File: src/hw/canBridgePkg.sv
`default_nettype none

package canBridgePkg;

   // receive register map of the CAN controller
   localparam logic [4:0] RegId  = 5'd5;         // identifier register
   localparam logic [4:0] RegB12 = 5'd3;         // data bytes 1 and 2
   localparam logic [4:0] RegB34 = 5'd2;         // data bytes 3 and 4
   localparam logic [4:0] RegB56 = 5'd1;         // data bytes 5 and 6
   localparam logic [4:0] RegB78 = 5'd0;         // data bytes 7 and 8

   // SDO request (client to server) COB-ID base
   localparam logic [10:0] SdoRxBase = 11'h600;  // plus node id

   // configuration register map
   localparam logic [1:0] CfgCtrl  = 2'd0;       // bit 0 enable
   localparam logic [1:0] CfgNode  = 2'd1;       // node id, 7 bits
   localparam logic [1:0] CfgCount = 2'd2;       // accepted requests

   // 12-bit id field plus eight data bytes
   localparam int MsgWidth = 76;

   // read sequencer states, one per register read
   typedef enum logic [2:0] {
      SeqIdle = 3'd0,                            // waiting for a frame
      SeqId   = 3'd1,                            // reading identifier
      SeqB12  = 3'd2,
      SeqB34  = 3'd3,
      SeqB56  = 3'd4,
      SeqB78  = 3'd5,                            // last data read
      SeqDone = 3'd6                             // message complete
   } SeqState;

   // decoded SDO request kind
   typedef enum logic [1:0] {
      SdoNone     = 2'd0,                        // not for this node
      SdoDownload = 2'd1,                        // ccs 1, expedited write
      SdoUpload   = 2'd2,                        // ccs 2, read request
      SdoOther    = 2'd3                         // any other ccs
   } SdoOp;

endpackage

`default_nettype wire

File: src/hw/recMesBuf.sv
`timescale 1ns/1ps
`default_nettype none

module recMesBuf
   import canBridgePkg::*;
(
   input  wire logic                clk,
   input  wire logic                rst,      // async, active low
   input  wire logic [15:0]         data,     // one receive register
   input  wire logic                en,       // capture strobe
   input  wire logic [4:0]          addr,     // controller register address
   output logic      [MsgWidth-1:0] msgWord,  // id and all data bytes
   output logic      [7:0]          sdoCmd,   // SDO command byte
   output logic      [10:0]         curId     // id of the frame in work
);

   logic [11:0] id;                           // bit 11 stays zero
   logic [7:0]  b1;                           // data bytes in frame order
   logic [7:0]  b2;
   logic [7:0]  b3;
   logic [7:0]  b4;
   logic [7:0]  b5;
   logic [7:0]  b6;
   logic [7:0]  b7;
   logic [7:0]  b8;

   always_ff @(posedge clk or negedge rst)
   begin
      if (!rst)
      begin
         id <= '0;
         b1 <= '0;
         b2 <= '0;
         b3 <= '0;
         b4 <= '0;
         b5 <= '0;
         b6 <= '0;
         b7 <= '0;
         b8 <= '0;
      end
      else if (en)
      begin
         // upper half of a data register is the lower-numbered byte
         case (addr)
            RegId:
            begin
               id <= {1'b0, data[15:5]};      // id is left aligned
            end
            RegB12:
            begin
               b1 <= data[15:8];
               b2 <= data[7:0];
            end
            RegB34:
            begin
               b3 <= data[15:8];
               b4 <= data[7:0];
            end
            RegB56:
            begin
               b5 <= data[15:8];
               b6 <= data[7:0];
            end
            RegB78:
            begin
               b7 <= data[15:8];
               b8 <= data[7:0];
            end
            default:
            begin
            end                               // unmapped, hold contents
         endcase
      end
   end

   assign msgWord = {id, b1, b3, b2, b4, b8, b7, b6, b5};  // legacy ordering
   assign sdoCmd  = b1;
   assign curId   = id[10:0];

endmodule

`default_nettype wire

File: src/hw/rxReadSequencer.sv
`timescale 1ns/1ps
`default_nettype none

module rxReadSequencer
   import canBridgePkg::*;
(
   input  wire logic       clk,
   input  wire logic       rst,          // async, active low
   input  wire logic       frmPending,   // frame received pulse
   input  wire logic       rxEnable,     // bridge enabled
   output logic      [4:0] regAddr,      // receive register address
   output logic            regRd,        // read strobe
   output logic            msgDone       // all five reads captured
);

   SeqState state;
   SeqState stateNext;
   logic    pendFlag;                    // frame flagged while busy
   logic    newFrame;

   assign newFrame = frmPending && rxEnable;  // disabled bridge drops frames

   always_comb
   begin
      stateNext = state;
      case (state)
         SeqIdle:
         begin
            if (newFrame)
               stateNext = SeqId;
         end
         SeqId:   stateNext = SeqB12;
         SeqB12:  stateNext = SeqB34;
         SeqB34:  stateNext = SeqB56;
         SeqB56:  stateNext = SeqB78;
         SeqB78:  stateNext = SeqDone;
         SeqDone:
         begin
            // back to back frames skip idle
            if (pendFlag || newFrame)
               stateNext = SeqId;
            else
               stateNext = SeqIdle;
         end
         default: stateNext = SeqIdle;   // unused code
      endcase
   end

   always_ff @(posedge clk or negedge rst)
   begin
      if (!rst)
         state <= SeqIdle;
      else
         state <= stateNext;
   end

   // one deep pending store, consumed when leaving SeqDone
   always_ff @(posedge clk or negedge rst)
   begin
      if (!rst)
         pendFlag <= 1'b0;
      else if (state == SeqDone)
         pendFlag <= 1'b0;
      else if (newFrame && state != SeqIdle)
         pendFlag <= 1'b1;
   end

   // address and strobe decoded straight from the state
   always_comb
   begin
      regAddr = '0;
      regRd   = 1'b1;
      case (state)
         SeqId:   regAddr = RegId;
         SeqB12:  regAddr = RegB12;
         SeqB34:  regAddr = RegB34;
         SeqB56:  regAddr = RegB56;
         SeqB78:  regAddr = RegB78;
         default: regRd   = 1'b0;        // idle and done do not read
      endcase
   end

   assign msgDone = (state == SeqDone);

endmodule

`default_nettype wire

File: src/hw/sdoDecoder.sv
`timescale 1ns/1ps
`default_nettype none

module sdoDecoder
   import canBridgePkg::*;
(
   input  wire logic                clk,
   input  wire logic                rst,       // async, active low
   input  wire logic                msgDone,   // buffer holds a full frame
   input  wire logic [MsgWidth-1:0] msgWord,
   input  wire logic [6:0]          nodeId,
   output logic                     sdoValid,  // one cycle result strobe
   output SdoOp                     sdoOp,
   output logic      [15:0]         sdoIndex,
   output logic      [7:0]          sdoSub,
   output logic      [31:0]         sdoData,
   output logic      [2:0]          sdoLen     // expedited byte count
);

   logic [11:0] idField;
   logic [7:0]  cmd;                         // b1, command specifier byte
   logic [15:0] index;
   logic [7:0]  sub;
   logic [31:0] payload;
   logic        idMatch;
   SdoOp        opNext;
   logic [2:0]  lenNext;

   // unpack the buffer word, see recMesBuf ordering
   assign idField = msgWord[75:64];
   assign cmd     = msgWord[63:56];
   assign index   = {msgWord[55:48], msgWord[47:40]};  // b3 high, b2 low
   assign sub     = msgWord[39:32];                    // b4
   assign payload = msgWord[31:0];                     // b8 down to b5

   assign idMatch = (idField == {1'b0, SdoRxBase + {4'b0, nodeId}});

   always_comb
   begin
      opNext  = SdoNone;
      lenNext = 3'd0;
      if (idMatch)
      begin
         case (cmd[7:5])
            3'd1:
            begin
               opNext = SdoDownload;
               // e and s set, n gives the unused bytes
               if (cmd[1] && cmd[0])
                  lenNext = 3'd4 - {1'b0, cmd[3:2]};
               else if (cmd[1])
                  lenNext = 3'd4;            // size not indicated
            end
            3'd2:    opNext = SdoUpload;
            default: opNext = SdoOther;
         endcase
      end
   end

   always_ff @(posedge clk or negedge rst)
   begin
      if (!rst)
      begin
         sdoValid <= 1'b0;
         sdoOp    <= SdoNone;
      end
      else
      begin
         sdoValid <= msgDone;
         if (msgDone)
            sdoOp <= opNext;
      end
   end

   // result fields, zeroed for foreign frames
   always_ff @(posedge clk)
   begin
      if (msgDone)
      begin
         sdoIndex <= idMatch ? index   : '0;
         sdoSub   <= idMatch ? sub     : '0;
         sdoData  <= idMatch ? payload : '0;
         sdoLen   <= lenNext;
      end
   end

endmodule

`default_nettype wire

File: src/hw/bridgeCfg.sv
`timescale 1ns/1ps
`default_nettype none

module bridgeCfg
   import canBridgePkg::*;
(
   input  wire logic       clk,
   input  wire logic       rst,        // async, active low
   input  wire logic       cfgWe,      // write at this edge
   input  wire logic [1:0] cfgAddr,
   input  wire logic [7:0] cfgWdata,
   input  wire logic       sdoValid,   // decoder result strobe
   input  wire SdoOp       sdoOp,
   output logic      [7:0] cfgRdata,   // combinational readback
   output logic            rxEnable,
   output logic      [6:0] nodeId
);

   logic [7:0] reqCount;               // accepted SDO requests
   logic       countHit;

   // only requests addressed to us are counted
   assign countHit = sdoValid && (sdoOp != SdoNone);

   always_ff @(posedge clk or negedge rst)
   begin
      if (!rst)
      begin
         rxEnable <= 1'b0;
         nodeId   <= '0;
         reqCount <= '0;
      end
      else
      begin
         if (cfgWe && cfgAddr == CfgCtrl)
            rxEnable <= cfgWdata[0];
         if (cfgWe && cfgAddr == CfgNode)
            nodeId <= cfgWdata[6:0];
         if (cfgWe && cfgAddr == CfgCount)
            reqCount <= '0;            // any write clears, clear wins
         else if (countHit && reqCount != 8'hff)
            reqCount <= reqCount + 8'd1;  // saturate at 255
      end
   end

   always_comb
   begin
      case (cfgAddr)
         CfgCtrl:  cfgRdata = {7'b0, rxEnable};
         CfgNode:  cfgRdata = {1'b0, nodeId};
         CfgCount: cfgRdata = reqCount;
         default:  cfgRdata = '0;      // unmapped
      endcase
   end

endmodule

`default_nettype wire

File: src/hw/canBridgeTop.sv
`timescale 1ns/1ps
`default_nettype none

module canBridgeTop
   import canBridgePkg::*;
(
   input  wire logic        clk,
   input  wire logic        rst,         // async, active low
   input  wire logic        frmPending,  // from CAN controller
   input  wire logic [15:0] regData,     // receive register contents
   input  wire logic        cfgWe,
   input  wire logic [1:0]  cfgAddr,
   input  wire logic [7:0]  cfgWdata,
   output logic      [4:0]  regAddr,
   output logic             regRd,
   output logic      [7:0]  cfgRdata,
   output logic             sdoValid,
   output SdoOp             sdoOp,
   output logic      [15:0] sdoIndex,
   output logic      [7:0]  sdoSub,
   output logic      [31:0] sdoData,
   output logic      [2:0]  sdoLen,
   output logic      [10:0] curId        // id of last buffered frame
);

   logic                msgDone;         // sequencer to decoder
   logic [MsgWidth-1:0] msgWord;         // buffer to decoder
   logic                rxEnable;
   logic [6:0]          nodeId;

   rxReadSequencer iSequencer (
      .clk, .rst, .frmPending, .rxEnable, .regAddr, .regRd, .msgDone
   );

   // reads land in the buffer at the strobe edge
   recMesBuf iBuffer (
      .clk, .rst, .data(regData), .en(regRd), .addr(regAddr),
      .msgWord, .sdoCmd(), .curId
   );

   sdoDecoder iDecoder (
      .clk, .rst, .msgDone, .msgWord, .nodeId,
      .sdoValid, .sdoOp, .sdoIndex, .sdoSub, .sdoData, .sdoLen
   );

   bridgeCfg iConfig (
      .clk, .rst, .cfgWe, .cfgAddr, .cfgWdata,
      .sdoValid, .sdoOp, .cfgRdata, .rxEnable, .nodeId
   );

endmodule

`default_nettype wire

File: config.mk
export PLATFORM = sky130hd
export DESIGN_NAME = canBridgeTop
export DESIGN_NICKNAME = d
export VERILOG_FILES = /design/src/hw/canBridgePkg.sv /design/src/hw/recMesBuf.sv /design/src/hw/rxReadSequencer.sv /design/src/hw/sdoDecoder.sv /design/src/hw/bridgeCfg.sv /design/src/hw/canBridgeTop.sv
export SDC_FILE = /design/constraint.sdc
export NUM_CORES = 1
export LEC_CHECK = 0
export ABC_AREA = 0
export BUFFER_PORTS_ARGS = -buffer_cell sky130_fd_sc_hd__buf_4
export CAP_MARGIN = 20
export CORE_MARGIN = 4
export CORE_UTILIZATION = 30
export DETAILED_ROUTE_END_ITERATION = 16
export HOLD_SLACK_MARGIN = 0.05
export PLACE_DENSITY = 0.54
export SYNTH_ARGS = -nofsm -noshare
export SYNTH_HDL_FRONTEND = slang
export SYNTH_SLANG_ARGS = --single-unit
File: constraint.sdc
create_clock -name clk -period 6.59 [get_ports clk]
set_input_delay 0.3295 -clock clk [delete_from_list [all_inputs] [get_ports clk]]
set_output_delay 0.3295 -clock clk [all_outputs]
set_load 0.01 [all_outputs]
[After elaboration in Yosys (flattened, before gate mapping)]
Cells that the tools add are included.
Cells by class
  add/subtract/negate cells: 3
  equality and inequality tests: 17
  multiplexer cells: 14
  reduce and logical (&&, ||, !) cells: 23
Operators by type and width (number)
  case mux 8 bit (3 select lines): 1
  case mux 3 bit (7 select lines): 1
  2-to-1 mux 8 bit: 2
  == test 3 x 2 -> 1 bit (second input constant): 5
  == test 3 bit (second input constant): 4
  case mux 3 bit (4 select lines): 1
  AND reduction 2 bit: 6
  adder 10 x 8 -> 11 bit (first input constant): 1
  == test 11 bit: 1
  == test 3 x 1 -> 1 bit (second input constant): 3
  2-to-1 mux 3 bit: 3
  adder 8 x 1 -> 8 bit (second input constant): 1
  logical AND 1 bit: 8
  != test 8 bit (second input constant): 1
  nonzero test 2 bit: 3
  zero test 5 bit: 1
  OR reduction 5 bit: 1
  2-to-1 mux 1 bit: 4
  case mux 2 bit (2 select lines): 1
  zero test 3 bit: 1
  nonzero test 3 bit: 1
  subtractor 3 x 2 -> 3 bit (first input constant): 1
  == test 2 x 1 -> 1 bit (second input constant): 1
  == test 2 bit (second input constant): 1
  4 further kinds: 4
Word-level totals
  register bits after elaboration: 157
  bits of input ports: 30
  logic and storage cells: 77

[Logic depth before layout (Yosys ltp)]
  depth after elaboration: 5
  depth in mapped cells: 5

[Modules after synthesis]
Synthesis repeated with hierarchy kept, for this count alone.
Unflattened totals
  cells, all modules: 448
  area total of the unflattened synthesis: 6667.6 sq um
By module, submodules not included
  recMesBuf: times used 1, cells an instance 186, area an instance 3017.9 sq um, seq. area each 1876.8 sq um
  sdoDecoder: times used 1, cells an instance 156, area an instance 2476.1 sq um, seq. area each 1846.8 sq um
  bridgeCfg: times used 1, cells an instance 79, area an instance 943.4 sq um, seq. area each 400.4 sq um
  rxReadSequencer: times used 1, cells an instance 27, area an instance 230.2 sq um, seq. area each 100.1 sq um

[Least setup slack after synthesis]
OpenSTA, ideal clock, no wires.
  path kind: flip-flop to flip-flop
  from: register iSequencer.state[0]
  to: register iDecoder.sdoOp[0]
  library setup time: 0.123 ns
  arrival: 3.623 ns
  data required time: 6.467 ns
  slack: 2.845 ns
  stages on the path, launching flop included: 5
  buffers on the path: 1
  period minus slack after synthesis: 3.745 ns
  path through: dfrtp_1 buf_6 nor2_1 nor2b_1 a31o_2
Between the ends
  cells in the longest elaborated chain, start to end: 1
Ends and longest elaborated chain
  start: declaration: RTL line rxReadSequencer.sv:16  | SeqState state;
  start signal: assignment: RTL line rxReadSequencer.sv:52  | state <= SeqIdle;
  start signal: assignment: RTL line rxReadSequencer.sv:54  | state <= stateNext;
  == test 3 bit: RTL line rxReadSequencer.sv:83  | assign msgDone = (state == SeqDone);
  via iDecoder.msgDone: RTL line sdoDecoder.sv:9  | input wire logic msgDone,
  end signal: assignment: RTL line sdoDecoder.sv:65  | sdoOp <= SdoNone;
  end signal: assignment: RTL line sdoDecoder.sv:71  | sdoOp <= opNext;
  end: declaration: RTL line sdoDecoder.sv:13  | output SdoOp sdoOp,
The timed path passes the listed nets, and every way through them passes these cells.
A chain may end at the register's enable or synchronous reset.

[Worst setup path after layout]
  from: register iSequencer.state[2]
  to: register iDecoder.sdoOp[0]
The elaborated chain is that of the path after synthesis.

==> metrics.md <==
| Metric | Value |
|---|---|
| Post-synthesis mux area share | `0.1490` |
| Least-Margin Pin Slew | `1062 ps` |
| Flops & latches, synth | `156` |
| Pre-antenna DRT Iters | `4` |
| Crit Path Max Fanout | `35` |
| CTS root buffer | `clkbuf_16` |
| Clock Latency Late Sink | `420 ps` |
| Largest net degree at the start of global routing | `62` |
| Leakage | `0.003429 uW` |
| Net count, final | `567` |
| DPL Wire Length | `9588 um` |
| Total power | `3144 uW` |
| Xor and xnor area share after synthesis | `0.01504` |
| Status | `finished, final reports clean` |
| Mapped cell area | `0.006407 sq mm` |
| Compound-gate portion of the synthesized area | `0.03085` |
| Final max-slew violation count | `0` |
| Drc violations | `0` |
| Yosys top cell by area | `dfrtp_1` |
| Rel. slew slack | `0.2900` |
| Max Freq | `403.6 MHz` |
| CP required | `6890 ps` |
| Antenna Cells | `0` |
| Register area share after synthesis | `0.6553` |
| Synth cell types | `51` |
| Die area | `0.02376 sq mm` |
| Global route total overflow | `0` |
| Critical path class | `flip-flop to flip-flop` |
| CTS tree | `yes` |
| Area contributors post-synth | `dfrtp_1, edfxtp_1, mux2_2` |
| Simple-gate share of the synthesized area | `0.1097` |
| CP Data Arrival Time | `2780 ps` |
| Vias post-DR | `3702` |
| Clock Skew | `11.08 ps` |
| Adder-cell share of the synthesized area | `0.003905` |
| Largest family of logic cells by synthesized area | `multiplexers` |
| Starting Density | `0.3048` |
| Post-synth EDFFs | `59` |
| Post-synth ARST share | `0.6218` |
| IO Count | `117` |
| H-tree depth | `4` |
| RSZ-0062 raised after global routing | `false` |
| Fin Setup TNS | `0 ps` |
| Clock Pin Slew Worst Setup and Hold Paths | `70 ps` |
| Primary FF master, synth | `dfrtp_1` |
| Final hold vios | `0` |
| # rows | `53` |
| Num CTS Buffers | `17` |
| Antenna violations before repair | `0` |
| Finish-stage setup viols | `0` |
| PostCTS Resize Cnt | `0` |
| Vias per cell | `4.498` |
| Final wirelength | `13860 um` |
| GPL Wtd Cong | `0.7878` |
| Core ar. | `0.02102 sq mm` |
| Hold WC Path Type | `input port to flip-flop` |
| Post-synth top area share | `0.3788` |
| Minimum clock period | `2478 ps` |
| Vias in the first global route | `4078` |
| P per Cell Area | `393.3 mW/mm^2` |
| Post-Synthesis Cells | `427` |
| Syn Area/Cell | `15.01 sq um` |
| Gr usage total | `0.1227` |
| First-pass GRT wire length | `22490 um` |
| Hold-fix buffers, CTS | `1` |
| Max clock buf depth | `2` |
| IO Port Bufs | `113` |
| ANT nets after route | `0` |
| P&R area growth vs syn | `24.74%` |
| Startpoint types | `flip-flop` |
| Wire length per cell | `16.85 um` |
| Drt initial violations | `156` |
| Clock sink count | `156` |
| Maximum vdd drop | `0.2139 mV` |
| Die Wd | `154.1 um` |
| Die H | `154.1 um` |
| Crit end category | `flip-flop` |
| Max cap viols | `0` |
| # Post-CTS Setup Buffers | `0` |
| Final worst-path cycle share | `0.3760` |
| Layout cells sized above 1 | `0.4434` |
| Synthesis Warnings | `0` |
layer usage:
layer  GRT usage  vias up  wire length, um
met3     0.03743       28              781
li1            -     1716                -
met2      0.1941      111             6515
met4     0.04794        0              327
met1      0.1582     1847             6240
met5           0        -                0
layout by cell type, fill, tap and decap left out, drive strengths merged, types with 3 or more instances in the layout:
master	synthesis	final
buf	21	116
dfrtp	97	97
mux2	81	81
edfxtp	59	59
and2	57	57
clkbuf	8	18
nor2	16	16
nand2	12	12
inv	5	10
xnor2	9	9
nor2b	6	6
a22o	6	6
o21ai	6	6
clkinv	0	6
nand3	5	5
a21oi	4	4
nand4	3	3
clkinvlp	0	3
logic make-up (layout without fill, tap and decap cells):
family	count (synthesis)	after routing
and+or+nand+nor	112	112
buffers and inverters	34	154
AOI/OAI and AO/OA	28	28
DFF	156	156
adders and majority gates	2	2
xor gates and xnor gates	11	11
other	1	2
muxes	83	83
where the power goes:
group / total [uW] / internal (uW) / switching (uW)
Sequential: 1480 / 1300 / 178
Combinational: 767 / 432 / 334
Clock: 898 / 488 / 411
final timing paths:
kind / endpoint / depth (start not counted) / slack (ps) / startpoint
min reg2reg: iBuffer.b4[6] / 1 / 480 / iBuffer.b4[6]
max in group asynchronous: iConfig.reqCount[3] / 3 / 4980 / rst
min in group asynchronous: iConfig.nodeId[0] / 2 / 410 / rst
max reg2reg: iDecoder.sdoOp[0] / 5 / 4110 / iSequencer.state[2]
min: iConfig.nodeId[4] / 2 / 140 / cfgWdata[4]
max: iDecoder.sdoOp[0] / 5 / 4110 / iSequencer.state[2]
critical path, cell delays in order (launching register included):
cell,delay [ps]
dfrtp_1,590
nand2_1,210
nor2_4,700
buf_4,540
nor2b_1,90
a31o_2,220
flip-flops by register name, indices dropped and copies added (netlist names):
register and flops:
iBuffer.b5 8, iBuffer.b3 8, iDecoder.sdoIndex 16, iBuffer.b7 8
iDecoder.sdoData 32, iBuffer.b2 8, iConfig.reqCount 8, iBuffer.b6 8
iDecoder.sdoOp 2, iSequencer.pendFlag 1, iDecoder.sdoLen 3, iBuffer.sdoCmd 7
iConfig.nodeId 7, iBuffer.b8 8, iConfig.rxEnable 1, iBuffer.b4 8
iBuffer.id 11, iDecoder.sdoSub 8, iSequencer.state 3, iDecoder.sdoValid 1
through the flow:
stage                     setup WS (ps)  hold WS, ps    util  area (sq um)  instances
after floorplan                    2845        33.91       -          6411        428
after global placement             4164        328.7  0.3531          7422        789
after detailed placement           4041        336.1  0.3531          7422        789
after CTS                          4036        122.9  0.3793          7973        822
after global routing               3792        131.9  0.3802          7993        823
final                              4112        144.7  0.3802          7993        823
cells in the mapped netlist, drive strengths merged (2+ instances only):
library cell and instances:
a21oi 4, a22o 6, a31o 2, and2 57, and3 2, and4 2
buf 21, clkbuf 8, dfrtp 97, edfxtp 59, ha 2, inv 5
mux2 81, mux2i 2, nand2 12, nand3 5, nand4 3, nor2 16
nor2b 6, o21ai 6, o21bai 2, xnor2 9, xor2 2
cell type report:
type	instances	area [sq um]
Fill cell	2004	13030
Sequential cell	156	4199
Multi-Input combinational cell	238	1997
Timing Repair Buffer	117	893.4
Clock buffer	18	429.2
Tap cell	275	344.1
Clock inverter	14	111.4
Inverter	5	18.77
No activity file was read; power rests on OpenSTA's default activity.
